===== src/verilog/mio_map_pkg.sv =====
// Address map and timer register layout for the memory and I/O path.
// Regions are assumed not to overlap; the physical range is checked first.
// The internal window is 32 bytes wide, starting at its base.
package mio_map_pkg;

   // Where a load or store ends up
   typedef enum logic [1:0] {
      REG_PHYS   = 2'd0,                       // L1 data cache
      REG_EXT_IO = 2'd1,                       // External I/O port
      REG_INT_IO = 2'd2,                       // Timer registers
      REG_NONE   = 2'd3                        // Unmapped
   } region_t;

   // Internal register being addressed
   typedef enum logic [2:0] {
      SEL_MSIP        = 3'd0,
      SEL_MTIME_LO    = 3'd1,
      SEL_MTIME_HI    = 3'd2,
      SEL_MTIMECMP_LO = 3'd3,
      SEL_MTIMECMP_HI = 3'd4,
      SEL_BAD         = 3'd7                   // Hole in the window
   } clint_sel_t;

   // Byte offsets from the internal I/O base
   localparam logic [4:0]  MSIP_OFS     = 5'd0;
   localparam logic [4:0]  MTIME_OFS    = 5'd8;   // lo word, hi word at +4
   localparam logic [4:0]  MTIMECMP_OFS = 5'd16;  // lo word, hi word at +4

   localparam logic [31:0] INT_IO_SPAN  = 32'd32; // Bytes in the internal window

   // ------------------------------------------------------------------------
   // Default address map
   // ------------------------------------------------------------------------
   localparam logic [31:0] DEF_PHYS_LO     = 32'h0000_0000;
   localparam logic [31:0] DEF_PHYS_HI     = 32'h0003_FFFF;  // 256 KB
   localparam logic [31:0] DEF_EXT_IO_LO   = 32'hC000_0000;
   localparam logic [31:0] DEF_EXT_IO_HI   = 32'hC000_FFFF;
   localparam logic [31:0] DEF_INT_IO_BASE = 32'hFFFF_0000;

endpackage


===== src/verilog/mio_types_pkg.sv =====
// Data types passed between the memory stage, the decoder, the sequencer
// and the cache and I/O ports. Sizes are byte counts (1, 2 or 4).
package mio_types_pkg;

   localparam int XLEN = 32;

   typedef logic [XLEN-1:0] word_t;

   // Access size, encoded as the number of bytes
   typedef enum logic [2:0] {
      SZ_BYTE = 3'd1,
      SZ_HALF = 3'd2,
      SZ_WORD = 3'd4
   } size_t;

   // Request from the memory stage, held until ack
   typedef struct packed {
      logic    rd;                             // Load
      logic    wr;                             // Store
      word_t   addr;
      word_t   wr_data;                        // Store data
      size_t   size;
      logic    zero_ext;                       // 1 = zero extend a load
   } mio_req_t;

   // Captured request with its classification
   typedef struct packed {
      mio_req_t                req;
      mio_map_pkg::region_t    region;
      mio_map_pkg::clint_sel_t sel;            // Only meaningful for REG_INT_IO
      logic                    bad;            // Answered with a fault
   } mio_dec_t;

   // Command on the cache or I/O port
   typedef struct packed {
      logic    rd;
      logic    wr;
      word_t   addr;
      word_t   wr_data;
      size_t   size;
      logic    zero_ext;
   } bus_cmd_t;

   // Response back to the memory stage, valid with mio_ack
   typedef struct packed {
      word_t   rd_data;
      logic    fault;
   } mio_rsp_t;

endpackage


===== src/verilog/mio_decode.sv =====
// Input side of the memory and I/O path. Captures one held request at a
// time and keeps it until the sequencer answers with done.
// Internal registers accept word accesses only.
`timescale 1ns/1ns

module mio_decode #(
   parameter logic [31:0] PHYS_LO     = mio_map_pkg::DEF_PHYS_LO,
   parameter logic [31:0] PHYS_HI     = mio_map_pkg::DEF_PHYS_HI,
   parameter logic [31:0] EXT_IO_LO   = mio_map_pkg::DEF_EXT_IO_LO,
   parameter logic [31:0] EXT_IO_HI   = mio_map_pkg::DEF_EXT_IO_HI,
   parameter logic [31:0] INT_IO_BASE = mio_map_pkg::DEF_INT_IO_BASE
) (
   input  logic                    clk_in,
   input  logic                    rst_n,
   input  logic                    mio_req,        // Held until mio_ack
   input  mio_types_pkg::mio_req_t mio_req_data,
   input  logic                    done,           // Response cycle, frees the slot
   output logic                    dec_valid,      // Holding a request
   output mio_types_pkg::mio_dec_t dec
);

   mio_types_pkg::mio_dec_t next_dec;
   mio_types_pkg::word_t    addr;
   logic [31:0]             int_ofs;               // Offset into internal window
   logic [2:0]              int_word;              // Word index in that window
   logic                    misaligned;
   logic                    bad_size;
   logic                    capture;

   assign addr     = mio_req_data.addr;
   assign int_ofs  = addr - INT_IO_BASE;           // Wraps above the window
   assign int_word = int_ofs[4:2];
   assign capture  = mio_req && !dec_valid;

   // ------------------------------------------------------------------------
   // Classification of the incoming request
   // ------------------------------------------------------------------------
   always_comb begin
      next_dec     = '0;
      next_dec.req = mio_req_data;
      misaligned   = 1'b0;
      bad_size     = 1'b0;

      // Alignment by size
      case (mio_req_data.size)
         mio_types_pkg::SZ_BYTE: misaligned = 1'b0;
         mio_types_pkg::SZ_HALF: misaligned = addr[0];
         mio_types_pkg::SZ_WORD: misaligned = |addr[1:0];
         default:                bad_size   = 1'b1;  // Not 1, 2 or 4 bytes
      endcase

      // Region, physical memory first
      if (addr >= PHYS_LO && addr <= PHYS_HI)
         next_dec.region = mio_map_pkg::REG_PHYS;
      else if (addr >= EXT_IO_LO && addr <= EXT_IO_HI)
         next_dec.region = mio_map_pkg::REG_EXT_IO;
      else if (int_ofs < mio_map_pkg::INT_IO_SPAN)
         next_dec.region = mio_map_pkg::REG_INT_IO;
      else
         next_dec.region = mio_map_pkg::REG_NONE;

      // Register within the internal window
      case (int_word)
         mio_map_pkg::MSIP_OFS[4:2]:            next_dec.sel = mio_map_pkg::SEL_MSIP;
         mio_map_pkg::MTIME_OFS[4:2]:           next_dec.sel = mio_map_pkg::SEL_MTIME_LO;
         mio_map_pkg::MTIME_OFS[4:2] + 3'd1:    next_dec.sel = mio_map_pkg::SEL_MTIME_HI;
         mio_map_pkg::MTIMECMP_OFS[4:2]:        next_dec.sel = mio_map_pkg::SEL_MTIMECMP_LO;
         mio_map_pkg::MTIMECMP_OFS[4:2] + 3'd1: next_dec.sel = mio_map_pkg::SEL_MTIMECMP_HI;
         default:                               next_dec.sel = mio_map_pkg::SEL_BAD;
      endcase

      next_dec.bad = misaligned || bad_size
                  || (next_dec.region == mio_map_pkg::REG_NONE)
                  || ((next_dec.region == mio_map_pkg::REG_INT_IO)
                      && ((mio_req_data.size != mio_types_pkg::SZ_WORD)
                          || (next_dec.sel == mio_map_pkg::SEL_BAD)));
   end

   // Occupancy, one request in flight
   always_ff @(posedge clk_in) begin
      if (!rst_n)
         dec_valid <= 1'b0;
      else if (done)
         dec_valid <= 1'b0;                        // Answered this cycle
      else if (capture)
         dec_valid <= 1'b1;
   end

   // Held copy of the request
   always_ff @(posedge clk_in) begin
      if (capture)
         dec <= next_dec;
   end

endmodule


===== src/verilog/clint_timer.sv =====
// Machine timer registers: 64-bit mtime, 64-bit mtimecmp and msip.
// mtime counts clock cycles, not a separate time base.
// Interrupt levels lag the registers by one cycle.
`timescale 1ns/1ns

module clint_timer (
   input  logic                    clk_in,
   input  logic                    rst_n,
   input  logic                    clint_wr,       // Write pulse
   input  mio_map_pkg::clint_sel_t clint_rd_sel,   // Register for read and write
   input  mio_types_pkg::word_t    clint_wr_data,
   output mio_types_pkg::word_t    clint_rd_data,  // Combinational read
   output logic                    timer_irq,
   output logic                    sw_irq
);

   localparam int W = mio_types_pkg::XLEN;

   logic [2*W-1:0] mtime;
   logic [2*W-1:0] mtimecmp;
   logic           msip;                           // Only bit 0 is stored

   // ------------------------------------------------------------------------
   // Register writes
   // ------------------------------------------------------------------------
   // Free running counter; a write replaces one half for this cycle
   always_ff @(posedge clk_in) begin
      if (!rst_n)
         mtime <= '0;
      else if (clint_wr && clint_rd_sel == mio_map_pkg::SEL_MTIME_LO)
         mtime <= {mtime[2*W-1:W], clint_wr_data};
      else if (clint_wr && clint_rd_sel == mio_map_pkg::SEL_MTIME_HI)
         mtime <= {clint_wr_data, mtime[W-1:0]};
      else
         mtime <= mtime + 1'b1;
   end

   // Compare value, all ones keeps the timer interrupt off
   always_ff @(posedge clk_in) begin
      if (!rst_n)
         mtimecmp <= '1;
      else if (clint_wr && clint_rd_sel == mio_map_pkg::SEL_MTIMECMP_LO)
         mtimecmp[W-1:0] <= clint_wr_data;
      else if (clint_wr && clint_rd_sel == mio_map_pkg::SEL_MTIMECMP_HI)
         mtimecmp[2*W-1:W] <= clint_wr_data;
   end

   always_ff @(posedge clk_in) begin
      if (!rst_n)
         msip <= 1'b0;
      else if (clint_wr && clint_rd_sel == mio_map_pkg::SEL_MSIP)
         msip <= clint_wr_data[0];
   end

   // ------------------------------------------------------------------------
   // Read mux
   // ------------------------------------------------------------------------
   always_comb begin
      case (clint_rd_sel)
         mio_map_pkg::SEL_MSIP:        clint_rd_data = {{(W-1){1'b0}}, msip};
         mio_map_pkg::SEL_MTIME_LO:    clint_rd_data = mtime[W-1:0];
         mio_map_pkg::SEL_MTIME_HI:    clint_rd_data = mtime[2*W-1:W];
         mio_map_pkg::SEL_MTIMECMP_LO: clint_rd_data = mtimecmp[W-1:0];
         mio_map_pkg::SEL_MTIMECMP_HI: clint_rd_data = mtimecmp[2*W-1:W];
         default:                      clint_rd_data = '0;  // Holes read as zero
      endcase
   end

   // Interrupt levels
   always_ff @(posedge clk_in) begin
      if (!rst_n) begin
         timer_irq <= 1'b0;
         sw_irq    <= 1'b0;
      end else begin
         timer_irq <= (mtime >= mtimecmp);         // Unsigned 64-bit compare
         sw_irq    <= msip;
      end
   end

endmodule


===== src/verilog/mio_sequencer.sv =====
// Output side of the memory and I/O path. Answers bad and internal accesses
// after one state, runs held req/ack cycles on the cache or I/O port.
// Port commands follow the captured request and stay stable while busy.
`timescale 1ns/1ns

module mio_sequencer (
   input  logic                    clk_in,
   input  logic                    rst_n,
   // From the decoder
   input  logic                    dec_valid,
   input  mio_types_pkg::mio_dec_t dec,
   // Response to the memory stage
   output logic                    done,           // One cycle, same as mio_ack
   output mio_types_pkg::mio_rsp_t mio_rsp,
   // Timer registers
   output logic                    clint_wr,
   output mio_map_pkg::clint_sel_t clint_rd_sel,
   output mio_types_pkg::word_t    clint_wr_data,
   input  mio_types_pkg::word_t    clint_rd_data,
   // L1 data cache port
   output logic                    dc_req,
   output mio_types_pkg::bus_cmd_t dc_cmd,
   input  logic                    dc_ack,
   input  mio_types_pkg::word_t    dc_ack_data,
   // External I/O port
   output logic                    io_req,
   output mio_types_pkg::bus_cmd_t io_cmd,
   input  logic                    io_ack,
   input  logic                    io_ack_fault,
   input  mio_types_pkg::word_t    io_rd_data
);

   typedef enum logic [1:0] {
      ST_IDLE     = 2'd0,
      ST_INT      = 2'd1,                          // Response for bad or internal access
      ST_BUS_WAIT = 2'd2,                          // Port req held, waiting for ack
      ST_RESP     = 2'd3                           // Response for port access
   } seq_state_t;

   seq_state_t              state;
   mio_types_pkg::bus_cmd_t cmd;
   mio_types_pkg::mio_rsp_t rsp_q;
   logic                    start;
   logic                    local_acc;             // No bus cycle needed
   logic                    to_phys;
   logic                    port_ack;

   assign start     = (state == ST_IDLE) && dec_valid;
   assign local_acc = dec.bad || (dec.region == mio_map_pkg::REG_INT_IO);
   assign to_phys   = (dec.region == mio_map_pkg::REG_PHYS);
   assign port_ack  = to_phys ? dc_ack : io_ack;

   // ------------------------------------------------------------------------
   // Port commands
   // ------------------------------------------------------------------------
   always_comb begin
      cmd.rd       = dec.req.rd;
      cmd.wr       = dec.req.wr;
      cmd.addr     = dec.req.addr;
      cmd.wr_data  = dec.req.wr_data;
      cmd.size     = dec.req.size;
      cmd.zero_ext = dec.req.zero_ext;
   end

   assign dc_cmd = cmd;
   assign io_cmd = cmd;
   assign dc_req = (state == ST_BUS_WAIT) && to_phys;
   assign io_req = (state == ST_BUS_WAIT) && !to_phys;

   // Timer access happens on the edge that leaves ST_IDLE
   assign clint_wr      = start && local_acc && !dec.bad && dec.req.wr;
   assign clint_rd_sel  = dec.sel;
   assign clint_wr_data = dec.req.wr_data;

   // ------------------------------------------------------------------------
   // FSM
   // ------------------------------------------------------------------------
   always_ff @(posedge clk_in) begin
      if (!rst_n) begin
         state <= ST_IDLE;
      end else begin
         case (state)
            ST_IDLE:
               if (dec_valid)
                  state <= local_acc ? ST_INT : ST_BUS_WAIT;
            ST_BUS_WAIT:
               if (port_ack)
                  state <= ST_RESP;                // Slow ack keeps us here
            ST_INT,
            ST_RESP:
               state <= ST_IDLE;                   // Decoder frees on done
            default:
               state <= ST_IDLE;
         endcase
      end
   end

   // Response capture
   always_ff @(posedge clk_in) begin
      if (start && dec.bad) begin
         rsp_q.rd_data <= '0;                      // Fault returns zero data
         rsp_q.fault   <= 1'b1;
      end else if (start && local_acc) begin
         rsp_q.rd_data <= dec.req.wr ? '0 : clint_rd_data;
         rsp_q.fault   <= 1'b0;
      end else if ((state == ST_BUS_WAIT) && port_ack) begin
         rsp_q.rd_data <= to_phys ? dc_ack_data : io_rd_data;
         rsp_q.fault   <= to_phys ? 1'b0 : io_ack_fault;  // Cache never faults
      end
   end

   assign done    = (state == ST_INT) || (state == ST_RESP);
   assign mio_rsp = rsp_q;

endmodule


===== src/verilog/mmio_core.sv =====
// Memory and I/O path of the RV32 core with its machine timer.
// One access in flight; the memory stage holds mio_req until mio_ack.
// Internal accesses ack 2 edges after capture, port accesses follow the ack.
`timescale 1ns/1ns

module mmio_core #(
   parameter logic [31:0] PHYS_LO     = mio_map_pkg::DEF_PHYS_LO,
   parameter logic [31:0] PHYS_HI     = mio_map_pkg::DEF_PHYS_HI,
   parameter logic [31:0] EXT_IO_LO   = mio_map_pkg::DEF_EXT_IO_LO,
   parameter logic [31:0] EXT_IO_HI   = mio_map_pkg::DEF_EXT_IO_HI,
   parameter logic [31:0] INT_IO_BASE = mio_map_pkg::DEF_INT_IO_BASE
) (
   input  logic                    clk_in,
   input  logic                    rst_n,
   // Memory stage
   input  logic                    mio_req,
   input  mio_types_pkg::mio_req_t mio_req_data,
   output logic                    mio_ack,
   output mio_types_pkg::mio_rsp_t mio_rsp,
   // L1 data cache
   output logic                    dc_req,
   output mio_types_pkg::bus_cmd_t dc_cmd,
   input  logic                    dc_ack,
   input  mio_types_pkg::word_t    dc_ack_data,
   // External I/O
   output logic                    io_req,
   output mio_types_pkg::bus_cmd_t io_cmd,
   input  logic                    io_ack,
   input  logic                    io_ack_fault,
   input  mio_types_pkg::word_t    io_rd_data,
   // Interrupt levels
   output logic                    timer_irq,
   output logic                    sw_irq
);

   logic                    dec_valid;
   mio_types_pkg::mio_dec_t dec;
   logic                    done;
   logic                    clint_wr;
   mio_map_pkg::clint_sel_t clint_rd_sel;
   mio_types_pkg::word_t    clint_wr_data;
   mio_types_pkg::word_t    clint_rd_data;

   assign mio_ack = done;                          // Response cycle is the ack

   // Capture and classify
   mio_decode #(
      .PHYS_LO(PHYS_LO), .PHYS_HI(PHYS_HI),
      .EXT_IO_LO(EXT_IO_LO), .EXT_IO_HI(EXT_IO_HI),
      .INT_IO_BASE(INT_IO_BASE)
   ) mio_decode_inst (
      .clk_in(clk_in), .rst_n(rst_n),
      .mio_req(mio_req), .mio_req_data(mio_req_data),
      .done(done),
      .dec_valid(dec_valid), .dec(dec)
   );

   // Route to cache, I/O or timer
   mio_sequencer mio_sequencer_inst (
      .clk_in(clk_in), .rst_n(rst_n),
      .dec_valid(dec_valid), .dec(dec),
      .done(done), .mio_rsp(mio_rsp),
      .clint_wr(clint_wr), .clint_rd_sel(clint_rd_sel),
      .clint_wr_data(clint_wr_data), .clint_rd_data(clint_rd_data),
      .dc_req(dc_req), .dc_cmd(dc_cmd), .dc_ack(dc_ack), .dc_ack_data(dc_ack_data),
      .io_req(io_req), .io_cmd(io_cmd), .io_ack(io_ack),
      .io_ack_fault(io_ack_fault), .io_rd_data(io_rd_data)
   );

   // Timer and software interrupt registers
   clint_timer clint_timer_inst (
      .clk_in(clk_in), .rst_n(rst_n),
      .clint_wr(clint_wr), .clint_rd_sel(clint_rd_sel),
      .clint_wr_data(clint_wr_data), .clint_rd_data(clint_rd_data),
      .timer_irq(timer_irq), .sw_irq(sw_irq)
   );

endmodule


===== config.mk =====
export PLATFORM = sky130hd
export DESIGN_NAME = mmio_core
export DESIGN_NICKNAME = d
export VERILOG_FILES = /design/src/verilog/mio_map_pkg.sv /design/src/verilog/mio_types_pkg.sv /design/src/verilog/mio_decode.sv /design/src/verilog/clint_timer.sv /design/src/verilog/mio_sequencer.sv /design/src/verilog/mmio_core.sv
export SDC_FILE = /design/constraint.sdc
export NUM_CORES = 1
export LEC_CHECK = 0
export ABC_AREA = 1
export BUFFER_PORTS_ARGS = -buffer_cell sky130_fd_sc_hd__buf_2
export CAP_MARGIN = 20
export CORE_MARGIN = 4
export CORE_UTILIZATION = 45
export CTS_BUF_LIST = sky130_fd_sc_hd__clkbuf_2
export DETAILED_ROUTE_END_ITERATION = 10
export HOLD_SLACK_MARGIN = 0.15
export PLACE_DENSITY = 0.66
export SETUP_SLACK_MARGIN = 0.3
export SYNTH_ARGS = -nofsm -noshare
export SYNTH_HDL_FRONTEND = slang
export SYNTH_SLANG_ARGS = --single-unit

===== constraint.sdc =====
create_clock -name clk_in -period 5.6 [get_ports clk_in]
set_input_delay 0.56 -clock clk_in [delete_from_list [all_inputs] [get_ports clk_in]]
set_output_delay 0.56 -clock clk_in [all_outputs]
set_load 0.1 [all_outputs]

==> flow_summary.toml, run 1 <==
[critical_path]
crit_chain = "inv_1 > nand3_2 > nor2_4 > buf_4 > a21oi_1 > o21ai_0"
max_stage_delay_ns = 0.87
crit_family = "simple AND/OR/NAND/NOR gates"
critical_path_class = "reg2reg"
cp.required_ns = 6.39
crit_path_end_kind = "register"
crit_fanout = 33
cp-start-kind = "register"
cp.arrival_ns = 3.81
crit_path_top_delay_cell = "nor2_4"
path_buf_inv = 2

[yosys]
synthesis.nets = 2098
yosys-top-cells-count = "nand2_1, inv_1, dfxtp_1"
synth_enable_flop_cells = 76
syn_avg_cell_area_um2 = 7.70
seq_area_frac_synth_pct = 38.6
yosysTopAreaCellShare_pct = 22.9
syn_inst = 1893
ys.flop_type = "dfxtp_1"
ys_types = 47
synth_most_common_cell = "nand2_1"
syn_area_mm2 = 0.0146
ys_top_cells_by_area = "dfxtp_1, edfxtp_1, nand2_1"
synthArstFlopShare_pct = 0
synth_top_cell_by_area = "dfxtp_1"
yosysWarnings = 0
synth-seq-cells = 243

[sta]
finalClockSkew_ns = 0.104
rsz0062_at_grt = "no"
worstMarginPinSlew_ns = 0.969
finalCritPeriodShare_pct = 53.9
fmax_mhz = 331
finalCriticalPeriod_ns = 3.02
fin_tns_setup_ns = 0
fin_hold_ws_ns = 0.321
hold_violations = 0
drv_slew = 0
setup_violations = 0
relSlewSlack_pct = 35.2

[cts]
cts_sinks = 243
root_buffer = "clkbuf_2"
cts_buffers = 71
htreeDepth = 3
clockBufferDepth = 3
clock_latency_ns = 0.97
clk_pin_slew_worst_paths_ns = 0.10
cts_tree = "yes"

[global_routing]
grt_overflow_total = 0
grt_antenna_before_repair = 2
grt_max_degree = 66
grt_pass1_wl_mm = 75.3
grt_pass1_vias = 14000
grt_use_total_pct = 26.3

[status]
outcome = "finished clean"

[detailed_routing]
routed-wl-met2_mm = 22.7
routed_wl_mm = 47.8
vias_per_cell = 5.26
m1WireLength_mm = 21.2
dr_wl_met3_mm = 3.11
postRouteAntennaNets = 0
route.detailed.drc = 0
post_drt_wl_per_cell_um = 17.7
drt_pre_antenna_iters = 5
highest_layer = "met4"
routed-via-count = 14200
initialDrtViolationCount = 1056

[floorplan]
rows = 65
boundaryPins = 318
floorplan.initialDensity_pct = 45.9
dieArea_mm2 = 0.0353
fp.dieH_um = 188
die_w_um = 188
core_area_mm2 = 0.0318

[job]
drv_cap = 0

[placement]
gp_congestion = 1.01
dp_hpwl_mm = 34.6
port_buffers = 317

[pwr]
power.total_mw = 4.73
powerDensity_mw_per_mm2 = 270
ir_worst_vdd_mv = 0.265
leakage_nw = 7.81

[layout]
drive_gt1_share_pct = 22.9
final_nets = 2420
areaGrowthSynthToFinish_pct = 20.3

[hold_path]
min_path_type = "in2reg"
[layout by cell type (no fill, tap or decap), types with 8 or more instances in the layout]
master	instances
or2_2	36
nor2_4	9
clkbuf_2	109
nand2_1	328
buf_2	317
o211ai_1	36
ha_1	65
nor3_1	29
a22oi_1	41
nand4_1	28
inv_1	193
a31oi_1	48
dlygate4sd3_1	138
o21ai_0	155
nand3_1	41
o21ai_1	8
o22ai_1	60
edfxtp_1	76
dfxtp_1	167
xor2_1	36
a21oi_1	147
clkinv_1	9
nor2_1	122
buf_4	14
[final timing paths]
kind	from	depth (start not counted)	slack (ns)	end
hold / removal	mio_req_data[32]	2	0.32	mio_decode_inst.dec[38]$_DFFE_PP_
hold reg to reg	clint_timer_inst.msip$_SDFFE_PN0P_	2	0.47	clint_timer_inst.sw_irq$_SDFF_PN0_
setup reg to reg	mio_decode_inst.dec[3]$_DFFE_PP_	6	2.58	clint_timer_inst.mtimecmp[17]$_SDFFE_PN1P_
setup / recovery	mio_decode_inst.dec[3]$_DFFE_PP_	6	2.58	clint_timer_inst.mtimecmp[17]$_SDFFE_PN1P_
[area by class of cell]
type	instances	area [um2]
clock inverter	18	165
multi-input combinational	1230	6810
tap	435	544
sequential	243	5630
timing repair buffer	470	3100
fill	3068	14200
antenna	4	10.0
clock buffer	109	546
inverter	199	748
[timing repair]
item,CTS,global route
buffers inserted,0,0
gates resized for setup,0,0
hold endpoints to repair,136,0
hold buffers,138,0
[registers in the layout, indices dropped and copies added (netlist names)]
register	cells
clint_timer_inst.mtimecmp	64
clint_timer_inst.mtime	64
mio_sequencer_inst.state	2
clint_timer_inst.msip	1
clint_timer_inst.sw_irq	1
mio_decode_inst.dec_valid	1
mio_decode_inst.dec	76
clint_timer_inst.timer_irq	1
mio_sequencer_inst.mio_rsp	33
[report_power, final]
part | internal [mW] | total, mW | switching, mW
clock network | 0.655 | 1.47 | 0.813
logic | 0.246 | 1.29 | 1.04
registers | 1.91 | 1.98 | 0.0641
[cell families (layout without fill, tap and decap cells)]
| family | count (synthesis) | in the layout | synth area share (%) |
|---|---|---|---|
| xor+xnor | 37 | 37 | 2.22 |
| buf+inv | 420 | 796 | 14.9 |
| fa+ha+maj | 65 | 65 | 5.58 |
| other cells | 0 | 4 | 0 |
| flops | 243 | 243 | 38.6 |
| compound gates | 504 | 504 | 19.7 |
| simple gates | 624 | 624 | 18.9 |
[metrics by stage]
step                      instances  util (%)  setup WS, ns  area (um2)
after global placement         2438      48.5          2.81       15400
after CTS                      2703      55.1          2.25       17500
after global routing           2708      55.2          2.35       17500
after detailed placement       2438      48.5          2.72       15400
final                          2708      55.2          2.58       17500
after floorplan                1893         -          1.28       14600
[layer usage]
metal  vias to the layer above  track usage, %
li1                       7017               -
met1                      6626            34.8
met2                       535            44.2
met3                        61            5.25
met4                         0            6.66
met5                         -               0
Power figures use the tool's default switching activity.
==> inputs of run 2 (changes only) <==
Clock period 5.6 ns to 3.02 ns, I/O delays scaled along.
==> run 2 against run 1 <==
  * Utilization up 2.0 points
  * Sequential cell count stayed put
  * Clock skew decreased by 0.018 ns
  * Count of clock-buffer cells in the layout fell by 12
  * Clock power up 69%
  * Register-to-register slack got worse by 2.1 ns
  * Sequential share of layout area down 1.1 points
  * Die area unchanged
  * Critical endpoint is now mio_sequencer_inst.mio_rsp[27]$_SDFFE_PP0P_
  * Largest cell class unchanged
  * Highest routed layer unchanged
==> flow_summary.toml, run 2 (synthesis results as in run 1) <==
[floorplan]
floorplan.initialDensity_pct = 45.9
die_w_um = 188
core_area_mm2 = 0.0318
boundaryPins = 318
rows = 65
dieArea_mm2 = 0.0353
fp.dieH_um = 188

[sta]
fmax_mhz = 391
rsz0062_at_grt = "no"
finalCritPeriodShare_pct = 84.8
drv_slew = 0
setup_violations = 0
fin_tns_setup_ns = 0
finalCriticalPeriod_ns = 2.56
hold_violations = 0
worstMarginPinSlew_ns = 1.09
relSlewSlack_pct = 27.0
fin_hold_ws_ns = 0.244
finalClockSkew_ns = 0.0859

[cts]
htreeDepth = 3
clockBufferDepth = 3
root_buffer = "clkbuf_2"
clk_pin_slew_worst_paths_ns = 0.12
cts_sinks = 243
clock_latency_ns = 0.88
cts_buffers = 68
cts_tree = "yes"

[global_routing]
grt_pass1_wl_mm = 79.5
grt_pass1_vias = 14800
grt_use_total_pct = 27.7
grt_max_degree = 65
grt_overflow_total = 0
grt_antenna_before_repair = 2

[layout]
largest_register_ffs = 76
final_common_cell = "nand2_1"
top_regs = "mio_decode_inst.dec x76, clint_timer_inst.mtime x64, clint_timer_inst.mtimecmp x64"
mostFrequentLayoutCells = "nand2_1, buf_2, dlygate4sd3_1"
nFillCells = 2971
areaGrowthSynthToFinish_pct = 24.7
final_nets = 2492
regMostFlops = "mio_decode_inst.dec"
final_area_mm2 = 0.0182
drive_gt1_share_pct = 22.1

[pwr]
ir_worst_vdd_mv = 0.410
leakage_nw = 8.08
powerDensity_mw_per_mm2 = 475

[detailed_routing]
postRouteAntennaNets = 0
route.detailed.drc = 0
initialDrtViolationCount = 1074
vias_per_cell = 5.36
routed_wl_mm = 51.1
drt_pre_antenna_iters = 5
routed-via-count = 14900
post_drt_wl_per_cell_um = 18.5

[hold_path]
min_path_type = "in2reg"

[job]
drv_cap = 0

[critical_path]
crit_path_end_kind = "register"
critical_path_class = "reg2reg"
cp-start-kind = "register"
cp.arrival_ns = 3.30
cp.required_ns = 3.76
crit_fanout = 34

[status]
outcome = "finished clean"

[placement]
port_buffers = 317
dp_hpwl_mm = 35.2
place_area_mm2 = 0.0155
gp_congestion = 0.991
[run 2: changes by cell type in the layout (fill, tap and decap cells not counted), sizes merged]
cell         delta
clkbuf         -12
inv             +3
nor2            +1
bufinv          -1
diode           -2
clkinvlp        -3
buf             +9
dlygate4sd3    +65
clkinv          +3
[run 2: what timing repair did]
| action | 4_1_cts | 5_1_grt |
|---|---|---|
| resized for setup | 0 | 2 |
| buffers inserted | 1 | 2 |
| setup endpoints to repair | 1 | 2 |
| hold buffers | 203 | 0 |
| hold endpoints to repair | 143 | 0 |
| pin swaps | 1 | 1 |
| gates cloned | 0 | 1 |
[run 2: final cells by class]
type	instances	area, um2	area share, %
clock inverters	20	130	0.716
flip-flops and latches	243	5630	30.9
clock buffers	97	485	2.67
diodes	2	5.00	0.0275
inverters	199	748	4.11
well taps	435	544	2.99
repair buffers	544	3830	21.1
multi-input cells	1231	6820	37.5
[run 2: worst paths after layout]
kind              depth (start not counted)                                     endpoint  slack (ns)                                  startpoint
setup / recovery                          8  mio_sequencer_inst.mio_rsp[27]$_SDFFE_PP0P_        0.46            mio_decode_inst.dec[4]$_DFFE_PP_
setup reg to reg                          8  mio_sequencer_inst.mio_rsp[27]$_SDFFE_PP0P_        0.46            mio_decode_inst.dec[4]$_DFFE_PP_
hold reg to reg                           2   mio_sequencer_inst.mio_rsp[0]$_SDFFE_PP1P_        0.49  mio_sequencer_inst.mio_rsp[0]$_SDFFE_PP1P_
hold / removal                            2            mio_decode_inst.dec[21]$_DFFE_PP_        0.24                            mio_req_data[15]
[run 2: critical path: stages, from the launching register on]
cell and delay [ns]:
edfxtp_1 0.44, nor2_4 0.16, inv_1 0.08, buf_6 0.20, or2_2 0.30, o211ai_1 0.09, dlygate4sd3_1 0.57, a31oi_1 0.08
dlygate4sd3_1 0.57
[run 2: power by group]
| part | switching [mW] | total (mW) | internal [mW] | leakage (nW) |
|---|---|---|---|---|
| clock network | 1.46 | 2.48 | 1.03 | 0.472 |
| logic | 1.97 | 2.49 | 0.527 | 5.53 |
| registers | 0.122 | 3.67 | 3.55 | 2.08 |
| total | 3.54 | 8.65 | 5.10 | 8.08 |
[run 2: through the flow]
stage                     instances  utilization, %  setup slack (ns)  power, mW
after floorplan                1893               -             0.517       5.69
after global placement         2445            48.7             0.668       5.96
after detailed placement       2445            48.7             0.648       5.98
after CTS                      2766            57.1             0.322       8.67
after global routing           2771            57.2             0.364       9.02
final                          2771            57.2             0.460       8.65
[run 2: per-layer routing]
| layer | track usage (%) | vias up | share of wire [%] |
|---|---|---|---|
| met1 | 35.1 | 6997 | 43 |
| met5 | 0 | - | 0 |
| met2 | 47.4 | 601 | 48 |
| li1 | - | 7148 | - |
| met3 | 5.57 | 109 | 6.8 |
| met4 | 9.32 | 0 | 3.1 |
